===== src/common/disc_pkg.sv =====
`default_nettype none

package disc_pkg;

    // bytes in one disc or memory line
    localparam int line_bytes = 16;

    // one line of disc or main memory, byte 0 in bits 7:0
    typedef logic [8*line_bytes-1:0] line_t;

    // byte address into the 512-byte disc
    typedef logic [8:0] disc_addr_t;

    // line index into main memory
    typedef logic [3:0] mem_line_t;

    // transfer command from the host
    typedef struct packed {
        disc_addr_t disc_addr;
        mem_line_t  mem_line;
        // 1 to 16 lines
        logic [4:0] line_count;
    } dma_cmd_t;

    // fetch request from the engine to the disc unit
    typedef struct packed {
        disc_addr_t addr;
    } disc_fetch_t;

endpackage

`default_nettype wire


===== src/source/main_mem.sv =====
`timescale 1ns/10ps
`default_nettype none

module main_mem #(
    parameter int mem_lines = 16
) (
    input  logic                    clk,
    input  logic                    we,
    input  disc_pkg::mem_line_t     waddr,
    input  disc_pkg::line_t         wdata,
    input  disc_pkg::mem_line_t     rd_line,
    output disc_pkg::line_t         rd_data
);

    disc_pkg::line_t mem_array [mem_lines];

    // engine write port
    always_ff @(posedge clk) begin
        if (we) begin
            mem_array[waddr] <= wdata;
        end
    end

    // host read port, one cycle latency
    always_ff @(posedge clk) begin
        rd_data <= mem_array[rd_line];
    end

endmodule

`default_nettype wire


===== config.mk =====
export PLATFORM = sky130hd
export DESIGN_NAME = main_mem
export DESIGN_NICKNAME = d
export VERILOG_FILES = /design/src/common/disc_pkg.sv /design/src/source/main_mem.sv
export SDC_FILE = /design/constraint.sdc
export NUM_CORES = 1
export LEC_CHECK = 0
export BUFFER_PORTS_ARGS = -buffer_cell sky130_fd_sc_hd__buf_2
export CORE_MARGIN = 4
export CORE_UTILIZATION = 40
export DETAILED_ROUTE_END_ITERATION = 12
export PLACE_DENSITY = 0.65
export SKIP_LAST_GASP = 1
export SLEW_MARGIN = 15
export SYNTH_ARGS = -nofsm -noshare
export SYNTH_HDL_FRONTEND = slang
export SYNTH_SLANG_ARGS = --single-unit
export TNS_END_PERCENT = 100

===== constraint.sdc =====
create_clock -name clk -period 30.9 [get_ports clk]
set_input_delay 3.09 -clock clk [delete_from_list [all_inputs] [get_ports clk]]
set_output_delay 3.09 -clock clk [all_outputs]
set_load 0.02 [all_outputs]

; ---- Word-level counts from Yosys, hierarchy flattened
; Memories as Yosys holds them, arrays and structs flattened. A register that Yosys moved wholly into a read port is not among the register bits.
; Index checks and enable logic that the tools add are counted.
[totals]
wordCells = 3
latch_bits = 0
mem_count = 1
input_bits = 138
regBits = 0
ram_bits = 2048
mem_bits_ro = 0
[memory_table]
columns = name, depth, width, read_ports, rd_clocked_by_memory_dff, wr, line_no
row1 = mem_array, 16, 128, 1, 1, 1, main_mem.sv:15  ; disc_pkg::line_t mem_array [mem_lines];
[classes]
bitwise = 0
n_div = 0
n_eq_ne = 0
order_cmp = 0
n_reduce_logical = 0
n_mux = 2
addsub = 0
shifts = 0
n_mul = 0
[ops]
columns = op, count
row1 = 2-to-1 mux 1 bit, 2

; ---- Logic depth before layout (Yosys ltp)
[depth]
word_depth = 2
ltp_mapped = 7
depth_no_buf = 3

; ---- Worst setup path after synthesis
; Ideal clock, no wire load.
[synth_path]
path_kind = input to register
start = input port waddr[2]
end = memory mem_array[0][0] in the netlist's numbering (enable)
setup_time_ns = 0.774
slack_ns = 17.883
path_buffers = 0
stages = 2
t_arrival_ns = 12.243
path_cell_list = or3b_2 > nor3_1
[synth_rtl]
columns = element, line_no
row1 = from (decl), main_mem.sv:9  ; input disc_pkg::mem_line_t waddr,
row2 = to (decl), main_mem.sv:15
; Straight into the memory's write port.

==> results.md <==
* Max Clock Skew at around 49 ps
* DRT iter0 DRCs at approximately 3700
* Arrival time worst endpoint at 7070 ps
* Die X at 454 µm
* Type of the worst min-delay path: register to register
* Drt pass-1 iters at 5
* Die height at 454 µm
* Largest net degree at the start of global routing at 130
* Syn_area_per_cell at 23.7 µm²
* Reg2Reg Setup Slack at 29390 ps
* Reg2Reg Depth at 3
* DIE AREA at 206000 µm²
* M3 GR Usage at 3.61%
* Core Box Area at 197000 µm²
* Initial antenna violation count at 58
* R2r startpoint: mem_array[5][94]
* Final #Nets at between 3000 and 4000
* Placer Congestion at 0.699
* CTS Hold Bufs at 0
* Gate Count Post-Synth at 3357
* CTS tree: done
* Worst vdd ir at 0.0471 mV
* FMAX at 0.157 GHz
* Drt drc at 0
* Synth Register Bits at 2176
* Count of final hold-check violations at 0
* Grt total ovfl at 0
* Met2 Use GR at ~29%
* Endpoint, Worst Hold: rd_data[115]
* Global-route usage over all layers at 18.0%
* Final wirelength at 186000 µm
* Slew @ Worst Pin at 1160 ps
* Layout cells sized above 1 at 31.0%
* Global-route wire length before repair at 268000 µm
* M1 GR Usage at 24.8%
* Fillcell total at about 16000
* Post-DR vias/cell at roughly 5.5
* Layout area overhead at 14.9%
* LEAKAGE at 29.0 nW
* Clk sink count at 2176
* H-tree depth at 4
* Period utilization at 20.6%
* Setup TNS at 0 ps
* Vias in the first global route at 37700
* Clock Root Buffer: clkbuf_16
* Gr busiest metal: met2
* Final Non-Filler Cells at approximately 6600
* Core Rows at 163
* Critical Path End Type: register
* Final setup fails at 0
* Cell Area, Placed at 84000 µm²
* Hold Crit Start: mem_array[7][115]
* Starting density of the core at between 40 and 50%
* Mapped Area at 79400 µm²
* Synthesis Warnings at 0
* Setup Buffers After CTS at 0
* Pwr/cell area at 68.6 nW/µm²
* Placed Cells at 6158
* WP data required at 31620 ps
* Ports at 266
* IO Port Bufs at between 200 and 300
* Detailed Place HPWL at 92300 µm
* Vias after detailed routing at 36300
* Yosys cell types at 25
* Critical Path Fanout Max at 57
* Max-cap violation count at 0
* R2R Path End: rd_data[94]
* Worst setup SP type: primary input
* Fin crit period at approximately 6400 ps
* Register area share after synthesis at between 80% and 90%
* Num CTS Buffers at around 210
* Post-synthesis net count at 3495
* Crit Path Class: primary input to register
* Final core area utilization at 46.2%
* Clock-pin slew on the worst setup and hold paths at 60 ps
* RSZ-0062 raised after global routing: no
* Tot Pwr at approximately 6.3 mW
* Hold depth at 3
* Avg WL per Cell at roughly 28 µm
* Skew-Pair Late Insertion Delay at 850 ps
* Outcome: finished clean
* CTS Buffer Depth at 3
* Worst slew margin at 22.6%
* Number of antenna-violating nets in the routed design at 0
* Fin. max-slew vios at 0
* Post-CTS Resized at 0
* Fin area at 91300 µm²
placed cells by master, fill, tap and decap left out, types with 4 or more instances in the layout:
| master | count |
|---|---|
| edfxtp_1 | 2048 |
| mux4_2 | 477 |
| buf_2 | 261 |
| a22oi_1 | 215 |
| clkbuf_16 | 212 |
| dfxtp_1 | 128 |
| nand2_1 | 95 |
| buf_4 | 65 |
| mux2_2 | 64 |
| clkbuf_1 | 50 |
| clkinv_1 | 40 |
| clkinv_2 | 30 |
| bufinv_16 | 27 |
| nor2b_1 | 26 |
| mux2i_1 | 24 |
| o221ai_1 | 23 |
| diode_2 | 21 |
| o21ai_0 | 17 |
| nand2b_1 | 16 |
| nor2_4 | 13 |
| a221oi_1 | 12 |
| clkbuf_8 | 12 |
| clkinvlp_4 | 10 |
| buf_12 | 9 |
| o22a_1 | 6 |
| inv_6 | 6 |
| clkinv_16 | 6 |
| nor3_2 | 4 |
| inv_16 | 4 |
layout make-up:
class | count | area, µm² | area share, %
Sequential cell | 2176 | 64100 | 70.2
Multi-Input combinational cell | 1005 | 14700 | 16.1
Clock buffer | 274 | 5660 | 6.20
Tap cell | 2640 | 3300 | 3.62
Timing Repair Buffer | 338 | 2020 | 2.21
Clock inverter | 127 | 1540 | 1.69
Antenna cell | 21 | 52.6 | 0.0576
metal layers:
layer | part of all wire, % | wire (µm)
met4 | 2.4 | 4550
met1 | 42 | 77400
met3 | 6.5 | 12000
met2 | 49 | 92000
met5 | 0.075 | 139
worst max-delay path by stage:
stage               depth (start not counted)  startpoint         endpoint
floorplan                                   2    waddr[2]  mem_array[0][0]
global placement                            7  rd_line[0]      rd_data[76]
detailed placement                          7  rd_line[0]      rd_data[79]
CTS                                         7  rd_line[0]      rd_data[79]
global route                                7  rd_line[0]      rd_data[79]
finish                                      7  rd_line[0]      rd_data[79]
Yosys cell counts:
library cell / instances / area share [%]
nor3_1: 4 / 0.025
or3b_2: 1 / 0.011
nand3_1: 1 / 0.0063
buf_2: 86 / 0.54
nor2_1: 15 / 0.071
nand2_1: 95 / 0.45
buf_4: 12 / 0.11
nand3b_1: 2 / 0.019
a221oi_1: 12 / 0.13
o21ai_0: 17 / 0.11
a22oi_1: 215 / 2.0
mux2i_1: 24 / 0.30
o221ai_1: 23 / 0.25
mux4_2: 477 / 14
and2_1: 3 / 0.024
or2_2: 1 / 0.0079
clkbuf_1: 65 / 0.31
buf_1: 7 / 0.033
dfxtp_1: 128 / 3.2
buf_6: 6 / 0.085
nor2b_1: 29 / 0.23
nand2b_1: 16 / 0.13
o22a_1: 6 / 0.066
mux2_2: 64 / 0.91
edfxtp_1: 2048 / 77
sequential cells by signal, indices dropped and copies added, names as in the netlist:
register   count
rd_data      128
mem_array   2048
report_power, final:
group | switching, mW | leakage (nW) | total [mW] | internal [mW]
sequential | 0.0236 | 19.6 | 3.32 | 3.30
clock | 1.11 | 3.48 | 2.63 | 1.53
combinational | 0.192 | 5.98 | 0.306 | 0.115
total | 1.32 | 29.0 | 6.26 | 4.94
kinds of logic (layout without fill, tap and decap cells):
logic type | count (synthesis) | after routing | synth area share [%]
flops | 2176 | 2176 | 80.6
compound gates | 273 | 273 | 2.59
other cells | 0 | 21 | 0
simple gates | 167 | 167 | 0.967
mux | 565 | 565 | 14.7
buf+inv | 176 | 739 | 1.08
critical path: stages:
cell and delay [ps]:
buf_8 420, buf_4 760, buf_4 800, buf_4 870, mux4_2 610, a22oi_1 220, nand2_1 90
through the flow:
stage / hold WS, ps / setup slack [ps]
after floorplan: 635 / 17880
after detailed placement: 653 / 23580
after global placement: 644 / 23600
after CTS: 637 / 24480
final: 633 / 24550
after global routing: 674 / 24100
Power figures use the tool's default switching activity.
