**src/common/disc_pkg.sv**
```systemverilog
`default_nettype none

package disc_pkg;

    // bytes in one disc or memory line
    localparam int line_bytes = 16;

    // one line of disc or main memory, byte 0 in bits 7:0
    typedef logic [8*line_bytes-1:0] line_t;

    // byte address into the 512-byte disc
    typedef logic [8:0] disc_addr_t;

    // line index into main memory
    typedef logic [3:0] mem_line_t;

    // transfer command from the host
    typedef struct packed {
        disc_addr_t disc_addr;
        mem_line_t  mem_line;
        // 1 to 16 lines
        logic [4:0] line_count;
    } dma_cmd_t;

    // fetch request from the engine to the disc unit
    typedef struct packed {
        disc_addr_t addr;
    } disc_fetch_t;

endpackage

`default_nettype wire

```
**src/source/dma_engine.sv**
```systemverilog
`timescale 1ns/10ps
`default_nettype none

module dma_engine (
    input  logic                    clk,
    input  logic                    rst,
    input  logic                    cmd_req,
    input  disc_pkg::dma_cmd_t      cmd,
    output logic                    cmd_ack,
    output logic                    fetch_req,
    output disc_pkg::disc_fetch_t   fetch,
    input  logic                    fetch_ack,
    input  disc_pkg::line_t         fetch_data,
    output logic                    mem_we,
    output disc_pkg::mem_line_t     mem_waddr,
    output disc_pkg::line_t         mem_wdata
);

    typedef enum logic [2:0] {
        st_idle,
        st_fetch,
        st_release,
        st_done
    } state_t;

    state_t state;

    // running position within the command
    disc_pkg::disc_addr_t   disc_addr;
    disc_pkg::mem_line_t    mem_line;
    logic [4:0]             remaining;

    assign fetch = disc_pkg::disc_fetch_t'{addr: disc_addr};

    always_ff @(posedge clk) begin
        if (!rst) begin
            state     <= st_idle;
            cmd_ack   <= 1'b0;
            fetch_req <= 1'b0;
            mem_we    <= 1'b0;
            disc_addr <= '0;
            mem_line  <= '0;
            remaining <= '0;
        end else begin
            case (state)
                st_idle: begin
                    if (cmd_req) begin
                        disc_addr <= cmd.disc_addr;
                        mem_line  <= cmd.mem_line;
                        remaining <= cmd.line_count;
                        fetch_req <= 1'b1;
                        state     <= st_fetch;
                    end
                end
                st_fetch: begin
                    if (fetch_ack) begin
                        // write the line next cycle and step on
                        fetch_req <= 1'b0;
                        mem_we    <= 1'b1;
                        disc_addr <= disc_addr +
                                     disc_pkg::disc_addr_t'(disc_pkg::line_bytes);
                        mem_line  <= mem_line + 1'b1;
                        remaining <= remaining - 1'b1;
                        state     <= st_release;
                    end
                end
                st_release: begin
                    mem_we <= 1'b0;
                    // disc must be back to idle before the next fetch
                    if (!fetch_ack) begin
                        if (remaining == '0) begin
                            cmd_ack <= 1'b1;
                            state   <= st_done;
                        end else begin
                            fetch_req <= 1'b1;
                            state     <= st_fetch;
                        end
                    end
                end
                st_done: begin
                    // ack stays high while the host keeps req high
                    if (!cmd_req) begin
                        cmd_ack <= 1'b0;
                        state   <= st_idle;
                    end
                end
                default: state <= st_idle;
            endcase
        end
    end

    // write payload taken while the disc holds its data
    always_ff @(posedge clk) begin
        if (state == st_fetch && fetch_ack) begin
            mem_waddr <= mem_line;
            mem_wdata <= fetch_data;
        end
    end

endmodule

`default_nettype wire

```
**config.mk**
```make
export PLATFORM = sky130hd
export DESIGN_NAME = dma_engine
export DESIGN_NICKNAME = d
export VERILOG_FILES = /design/src/common/disc_pkg.sv /design/src/source/dma_engine.sv
export SDC_FILE = /design/constraint.sdc
export NUM_CORES = 1
export LEC_CHECK = 0
export BUFFER_PORTS_ARGS = -buffer_cell sky130_fd_sc_hd__buf_4
export CORE_MARGIN = 4
export CORE_UTILIZATION = 44
export DETAILED_ROUTE_END_ITERATION = 6
export GPL_ROUTABILITY_DRIVEN = 0
export PLACE_DENSITY = 0.87
export SLEW_MARGIN = 20
export SYNTH_ARGS = -nofsm -noshare
export SYNTH_HDL_FRONTEND = slang
export SYNTH_SLANG_ARGS = --single-unit
```
**constraint.sdc**
```tcl
create_clock -name clk -period 10.05 [get_ports clk]
set_input_delay 2.5125 -clock clk [delete_from_list [all_inputs] [get_ports clk]]
set_output_delay 2.5125 -clock clk [all_outputs]
set_load 0.02 [all_outputs]
```
Word-level counts from Yosys, hierarchy flattened

Index checks and enable logic that the tools add are counted.

Bits of input ports: 150
Output and inout bits: 144
Logic and storage cells: 59
Bits in registers: 156

Mux-type cells: 26
Reduce and logical (&&, ||, !) cells: 12
$add $sub $neg: 3
Eq/ne operators: 9

Operator list:

| kind                  | count |
|---|---|
| $mux W9               | 2 |
| $pmux W9 S2           | 1 |
| $mux W3               | 4 |
| $ne A2 B2 Y1 const B  | 6 |
| $pmux W3 S4           | 1 |
| $mux W5               | 2 |
| $pmux W5 S2           | 1 |
| $add A9 B5 Y9 const B | 1 |
| $mux W1               | 8 |
| $mux W4               | 2 |
| $pmux W4 S2           | 1 |
| $reduce_and A4 Y1     | 2 |
| $eq A3 B2 Y1 const B  | 2 |
| $reduce_bool A2 Y1    | 3 |
| $logic_not A5 Y1      | 1 |
| $reduce_and A5 Y1     | 1 |
| $sub A5 B1 Y5 const B | 1 |
| $add A4 B1 Y4 const B | 1 |
| $pmux W1 S2           | 2 |
| $eq A3 B1 Y1 const B  | 1 |
| $logic_not A3 Y1      | 1 |
| $pmux W1 S3           | 1 |
| $reduce_and A3 Y1     | 1 |
| $reduce_bool A3 Y1    | 1 |
| 3 further kinds       | 3 |

Longest topological paths before layout

Gate-level depths: netlist of the first run.

Depth after elaboration: 4
Gate-level depth with buffers: 6
Mapped depth without buffers: 5

Least setup slack after synthesis of the first run

OpenSTA, ideal clock, no wires.

Kind: input to register
Start point: in fetch_ack
End point: reg mem_waddr[0], enable pin
Arrival time: 8.034 ns
Library setup time: 0.626 ns
Path buffers: 0
Path slack: 1.390 ns
Stages: 2
Path through: inv_1 nor2_1

Word-level cells in the longest chain between the ends: 1

RTL lines:

| element              | line             | RTL |
|---|---|---|
| from (decl)          | dma_engine.sv:12 | `input logic fetch_ack,` |
| $logic_and A1 B1 Y1  | dma_engine.sv:94 | `if (state == st_fetch && fetch_ack) begin` |
| to (signal assigned) | dma_engine.sv:95 | `mem_waddr <= mem_line;` |
| to (decl)            | dma_engine.sv:15 | `output disc_pkg::mem_line_t mem_waddr,` |

No other way between the ends.
A chain may end at the register's enable or synchronous reset.

Worst setup path after layout of the first run

Start point: in fetch_ack
End point: reg mem_wdata[114], enable pin

Word-level cells in the longest chain between the ends: 1

RTL lines:

| element              | line             | RTL |
|---|---|---|
| $logic_and A1 B1 Y1  | dma_engine.sv:94 |  |
| to (signal assigned) | dma_engine.sv:96 | `mem_wdata <= fetch_data;` |
| to (decl)            | dma_engine.sv:16 | `output disc_pkg::line_t mem_wdata` |

No other way between the ends.

==> metrics.md, run 1 <==
| Metric | Value |
|---|---|
| Status | `finished clean` |
| WP data required | `10.08 ns` |
| Worst hold path type | `flip-flop to flip-flop` |
| Sink Count | `155` |
| PortBufs | `293` |
| Worst Path Buf+Inv | `4` |
| Drt first pass iters | `5` |
| First-pass GRT wire length | `24.0 mm` |
| Tot GR Track Use | `0.237` |
| EDFF count, synth | `132` |
| Top cells by area, synth | `edfxtp_1 (75%), dfxtp_1 (8.7%), a211oi_1 (0.99%), or3b_1 (0.99%), nand2_1 (0.92%)` |
| CTS Hold Buffers Added | `0` |
| Grt ovf | `0` |
| Die X | `118 um` |
| Setup repair bufs after CTS | `0` |
| Synthesized Nets | `431` |
| Final critical-path share of the clock period | `0.427` |
| Final setup vio count | `0` |
| Starting Density | `0.457` |
| Final total power | `0.00161 W` |
| Core area | `11600 um^2` |
| Clock root buffer | `clkbuf_16` |
| Vias per inst | `5.17` |
| Cts bufs inserted | `17` |
| Worst Max-Slew Pin Slew | `1.09 ns` |
| Synth Cell Area | `5310 um^2` |
| Fin cells | `737` |
| Slew HR | `0.275` |
| Share of layout cells above drive strength 1 | `0.569` |
| Post-detail-place hpwl | `12.5 mm` |
| Die height | `118 um` |
| Setup crit end kind | `flip-flop` |
| Yosys warns | `0` |
| Top_reg_cell synth | `edfxtp_1` |
| Final net count | `734` |
| Synthesized flop and latch total | `155` |
| Post-synth cell types | `44` |
| Pleak | `3.40 nW` |
| Peak supply drop | `0.0984 mV` |
| Placed cell count | `705` |
| Largest area contributor in the netlist | `edfxtp_1` |
| Largest fanout on the critical path | `69` |
| Die ar. | `13900 um^2` |
| # resized after CTS | `0` |
| Worst-path clk slew | `0.06 ns` |
| Row cnt | `39` |
| Final Hold Viols | `0` |
| H-Tree Depth | `4` |
| Delay-heaviest family, CP | `buffers and inverters` |
| Final Skew | `0.00858 ns` |
| Max-Cap Viols | `0` |
| CTS tree | `yes` |
| WL per Instance | `22.7 um` |
| Shortest period the worst path allows | `4.29 ns` |
| CP Launch Type | `input port` |
| Mapped Cells | `278` |
| Worst Setup Path Type | `input port to flip-flop` |
| Worst-Skew Late Latency | `0.41 ns` |
| Vias in the first global route | `3818` |
| Largest net degree at the start of global routing | `70` |
| Total wire length | `16.7 mm` |
| Avg Inst Size Synth | `19.1 um^2` |
| Via count | `3808` |
| Antenna diode count | `0` |
| Residual DRC count | `0` |
| Antenna violations before repair | `0` |
| Share of the synthesized area in the top cell type | `0.746` |
| Critical Path AT | `4.32 ns` |
| Synth-to-Final Area Change | `54.9%` |
| Fin. max-slew vios | `0` |
| Most used cell, CP | `buf_4` |
| Setup TNS | `0 ns` |
| I/O pin count | `294` |
| Power per standard cell area | `196 nW/um^2` |
| Slowest cell on crit path | `buf_4` |
| Fillcell total | `767` |
| Fmax | `0.233 GHz` |
| RSZ-0062 raised after global routing | `no` |
| CP max stage delay | `0.78 ns` |
| Sequential area share after synthesis | `0.833` |
| Clock buffer depth | `2` |
| Post-synth ARST share | `0` |
| Post-route ant nets | `0` |
| Worst-path cell chain | `buf_4 > inv_1 > nor2_4 > buf_4 > buf_4` |
| Detailed Route Iter0 Violations | `301` |
## placed cells by master, fill, tap and decap left out, drive strengths merged, types with 3 or more instances in the layout
master   instances
a211oi           7
a21oi            9
a221oi           3
a2bb2oi          5
a311oi           3
buf            295
clkbuf          17
clkinv           5
dfxtp           23
edfxtp         132
ha               3
inv             13
mux2i            5
nand2           14
nand3            6
nor2             8
nor2b            4
nor4bb           3
o211a            3
o211ai           3
o22ai            5
o32ai            3
or3b             6
## registers in the layout, indices dropped and copies added, names as in the netlist
signal / count
cmd_ack: 1
fetch: 9
fetch_req: 1
mem_line: 4
mem_waddr: 4
mem_wdata: 128
mem_we: 1
remaining: 5
state: 2
## metal layers
metal	global-route usage	vias to the layer above	share of wire
met4	0.105	0	0.031
met3	0.103	34	0.091
met2	0.429	202	0.56
li1	-	1711	-
met1	0.235	1861	0.32
met5	0	-	0
## where the power goes
group	internal (W)	leakage, nW	total (W)	switching, W
sequential	0.000745	1.40	0.000769	0.0000236
clock	0.000371	0.287	0.000627	0.000256
combinational	0.000102	1.71	0.000214	0.000112
## cell type report
type	count	area, um^2	share of cell area
repair buffers	295	2210	0.269
clock buffers	17	425	0.0517
flip-flops and latches	155	4420	0.538
well taps	143	179	0.0217
multi-input cells	105	795	0.0966
inverters	7	26.3	0.00319
clock inverters	15	163	0.0198
## cell usage after synthesis, types with 3 or more instances
library cell / number
o211a_1: 3
a211oi_1: 7
edfxtp_1: 132
dfxtp_1: 23
o32ai_1: 3
buf_2: 5
nor2_1: 7
or3b_1: 6
inv_1: 6
o22ai_1: 5
ha_1: 3
nor4bb_1: 3
a2bb2oi_1: 5
buf_6: 3
a311oi_1: 3
nor2b_1: 4
nand3_1: 5
mux2i_1: 4
a21oi_1: 9
nand2_1: 13
## tightest hold or removal path: stages (launching register included)
cell	delay [ns]
dfxtp_1	0.32
nand2_1	0.06
o22ai_1	0.05
## through the flow
stage | setup slack [ns] | util | instance area [um^2] | hold slack (ns)
CTS | 5.77 | 0.708 | 8230 | 0.479
global placement | 5.41 | 0.658 | 7640 | 0.446
floorplan | 1.39 | - | 5310 | 0.423
detailed placement | 5.34 | 0.658 | 7640 | 0.446
finish | 5.76 | 0.708 | 8230 | 0.481
global route | 5.61 | 0.708 | 8230 | 0.497
## logic make-up after synthesis
logic type	synth area share
multiplexers	0.0146
AND/OR/NAND/NOR	0.0558
adder cells (fa/ha/maj)	0.00707
XOR/XNOR	0.00165
buffers and inverters	0.0188
AO/OA/AOI/OAI	0.0690
flip-flops	0.833
## final timing paths
kind | from | endpoint | slack [ns] | cells after the start
max | fetch_ack | mem_wdata[114]$_DFFE_PP_ | 5.76 | 5
min | remaining[4]$_SDFFE_PN0P_ | remaining[4]$_SDFFE_PN0P_ | 0.48 | 2
max reg2reg | state[0]$_SDFFE_PN0P_ | mem_wdata[114]$_DFFE_PP_ | 6.24 | 4
min reg2reg | remaining[4]$_SDFFE_PN0P_ | remaining[4]$_SDFFE_PN0P_ | 0.48 | 2
(Power assumes the default switching activity.)
==> inputs of run 2 (changes only) <==
- CORE_UTILIZATION: 44 -> 40
- PLACE_DENSITY: 0.87 -> 0.84
- clock period: 10.05 -> 3.5 ns (I/O delays scaled with it)
==> run 2 against run 1 <==
Against the previous run:
- power increased to 2.9 times the previous value
- die area increased by 9.3%
- combinational power increased to 3.0 times the previous value
- clock power increased to 2.8 times the previous value
- sequential share of layout area decreased by 0.27 points
- global-route usage decreased by 1.8 points
- sequential power increased to 2.9 times the previous value
- via count decreased by 0.13%
- register-to-register slack got worse by 4.7 ns
==> metrics.md, run 2 (synthesized netlist as in run 1, its figures left out) <==
| Metric | Value |
|---|---|
| Cts bufs inserted | `17` |
| Status | `finished clean` |
| Worst hold path type | `flip-flop to flip-flop` |
| Vias in the first global route | `3892` |
| Slew HR | `0.446` |
| Hold Crit Start | `mem_line[3]$_SDFFE_PN0P_` |
| Final net count | `735` |
| Clock share of power | `0.386` |
| Comb pwr share | `0.137` |
| Final total power | `0.00461 W` |
| Tot GR Track Use | `0.220` |
| WL per Instance | `22.7 um` |
| Worst Max-Slew Pin Slew | `0.831 ns` |
| Largest fanout on the critical path | `133` |
| NetSw | `0.00112 W` |
| Die ar. | `15200 um^2` |
| Vias per inst | `4.96` |
| Setup crit end kind | `flip-flop` |
| Reg-to-reg startpoint | `state[1]$_SDFFE_PN0P_` |
| Residual DRC count | `0` |
| Pleak | `3.39 nW` |
| CTS tree | `yes` |
| Setup repair bufs after CTS | `0` |
| Final Hold Viols | `0` |
| Grt ovf | `0` |
| Worst-path clk slew | `0.06 ns` |
| Post-detail-place hpwl | `12.8 mm` |
| Post-placement cell area | `7690 um^2` |
| RSZ-0062 raised after global routing | `no` |
| Int Power | `0.00349 W` |
| Starting Density | `0.414` |
| Commonest non-fill, non-tap cell in the layout | `buf_4` |
| Max reg flops | `128` |
| # resized after CTS | `0` |
| Hold EP | `mem_waddr[3]$_DFFE_PP_` |
| Worst Setup Path Type | `flip-flop to flip-flop` |
| PortBufs | `293` |
| Worst-Skew Late Latency | `0.42 ns` |
| Final Skew | `0.0109 ns` |
| Detailed Route Iter0 Violations | `287` |
| Post-route ant nets | `0` |
| I/O pin count | `294` |
| Largest net degree at the start of global routing | `134` |
| Design area | `8270 um^2` |
| Via count | `3803` |
| Core area | `12800 um^2` |
| Shortest period the worst path allows | `2.00 ns` |
| Antenna diode count | `0` |
| Total wire length | `17.4 mm` |
| H-Tree Depth | `4` |
| Share of layout cells above drive strength 1 | `0.566` |
| Row cnt | `41` |
| Sequential power share | `0.477` |
| Die X | `123 um` |
| Clock root buffer | `clkbuf_16` |
| Sw Share | `0.243` |
| Die height | `123 um` |
| Max-Cap Viols | `0` |
| Reg-to-Reg End | `mem_wdata[36]$_DFFE_PP_` |
| Critical Path AT | `2.05 ns` |
| First-pass GRT wire length | `23.7 mm` |
| Commonest non-fill, non-tap cells in the layout | `buf_4 (295), edfxtp_1 (132), dfxtp_1 (23), clkbuf_16 (17), nand2_1 (13)` |
| Register-to-Register Path Depth | `3` |
| Antenna violations before repair | `0` |
| Setup TNS | `0 ns` |
| Synth-to-Final Area Change | `55.7%` |
| Fmax | `0.500 GHz` |
| Sink Count | `155` |
| Hold path depth | `0` |
| Peak supply drop | `0.327 mV` |
| WP data required | `3.54 ns` |
| Final critical-path share of the clock period | `0.572` |
| Fin. max-slew vios | `0` |
| Power per standard cell area | `557 nW/um^2` |
| Largest Register | `mem_wdata` |
| Drt first pass iters | `4` |
| CTS Hold Buffers Added | `0` |
| CP Launch Type | `flip-flop` |
| Clock buffer depth | `2` |
| Final setup vio count | `0` |
| R2R Setup Slk | `1.50 ns` |
-- run 2: power by group through the flow --
stage | clock (W) | combinational (W) | sequential [W]
after floorplan | 0 | 0.000203 | 0.00234
after global placement | 0 | 0.000612 | 0.00223
after detailed placement | 0 | 0.000634 | 0.00223
after CTS | 0.00181 | 0.000638 | 0.00220
after global routing | 0.00189 | 0.000669 | 0.00221
final | 0.00178 | 0.000633 | 0.00220
-- run 2: worst max-delay path, cell delays in order, from the launching register on --
cell      delay (ns)
dfxtp_1         0.57
nand2b_1        0.32
nor2_4          0.11
buf_12          0.46
-- run 2: per-layer routing --
metal  share of wire  wire (um)  track usage
met5               0          0            0
met3            0.12       2090        0.115
met4           0.046        802        0.113
met1            0.31       5400        0.213
met2            0.52       9120        0.379
-- run 2: metrics by stage --
step / setup WS (ns) / cells / utilization / hold WS (ns)
after floorplan: 0.182 / 278 / - / 0.423
after global placement: 1.34 / 735 / 0.600 / 0.452
after detailed placement: 1.32 / 735 / 0.600 / 0.446
after CTS: 1.56 / 766 / 0.645 / 0.460
after global routing: 1.40 / 766 / 0.645 / 0.490
final: 1.50 / 766 / 0.645 / 0.463
-- run 2: cell type report --
class | count | area (um^2)
well taps | 172 | 215
clock buffers | 18 | 429
repair buffers | 296 | 2230
flip-flops and latches | 155 | 4420
multi-input cells | 105 | 795
inverters | 7 | 26.3
fillers | 927 | 4560
clock inverters | 13 | 144
-- run 2: worst max path at each step --
stage	startpoint	end	slack (ns)	cells after the start
floorplan	fetch_ack	mem_waddr[0]$_DFFE_PP_	0.18	2
global placement	fetch_ack	mem_wdata[6]$_DFFE_PP_	1.34	4
detailed placement	fetch_ack	mem_wdata[2]$_DFFE_PP_	1.32	4
CTS	state[1]$_SDFFE_PN0P_	mem_wdata[113]$_DFFE_PP_	1.56	3
global route	state[1]$_SDFFE_PN0P_	mem_wdata[36]$_DFFE_PP_	1.40	3
finish	state[1]$_SDFFE_PN0P_	mem_wdata[36]$_DFFE_PP_	1.50	3
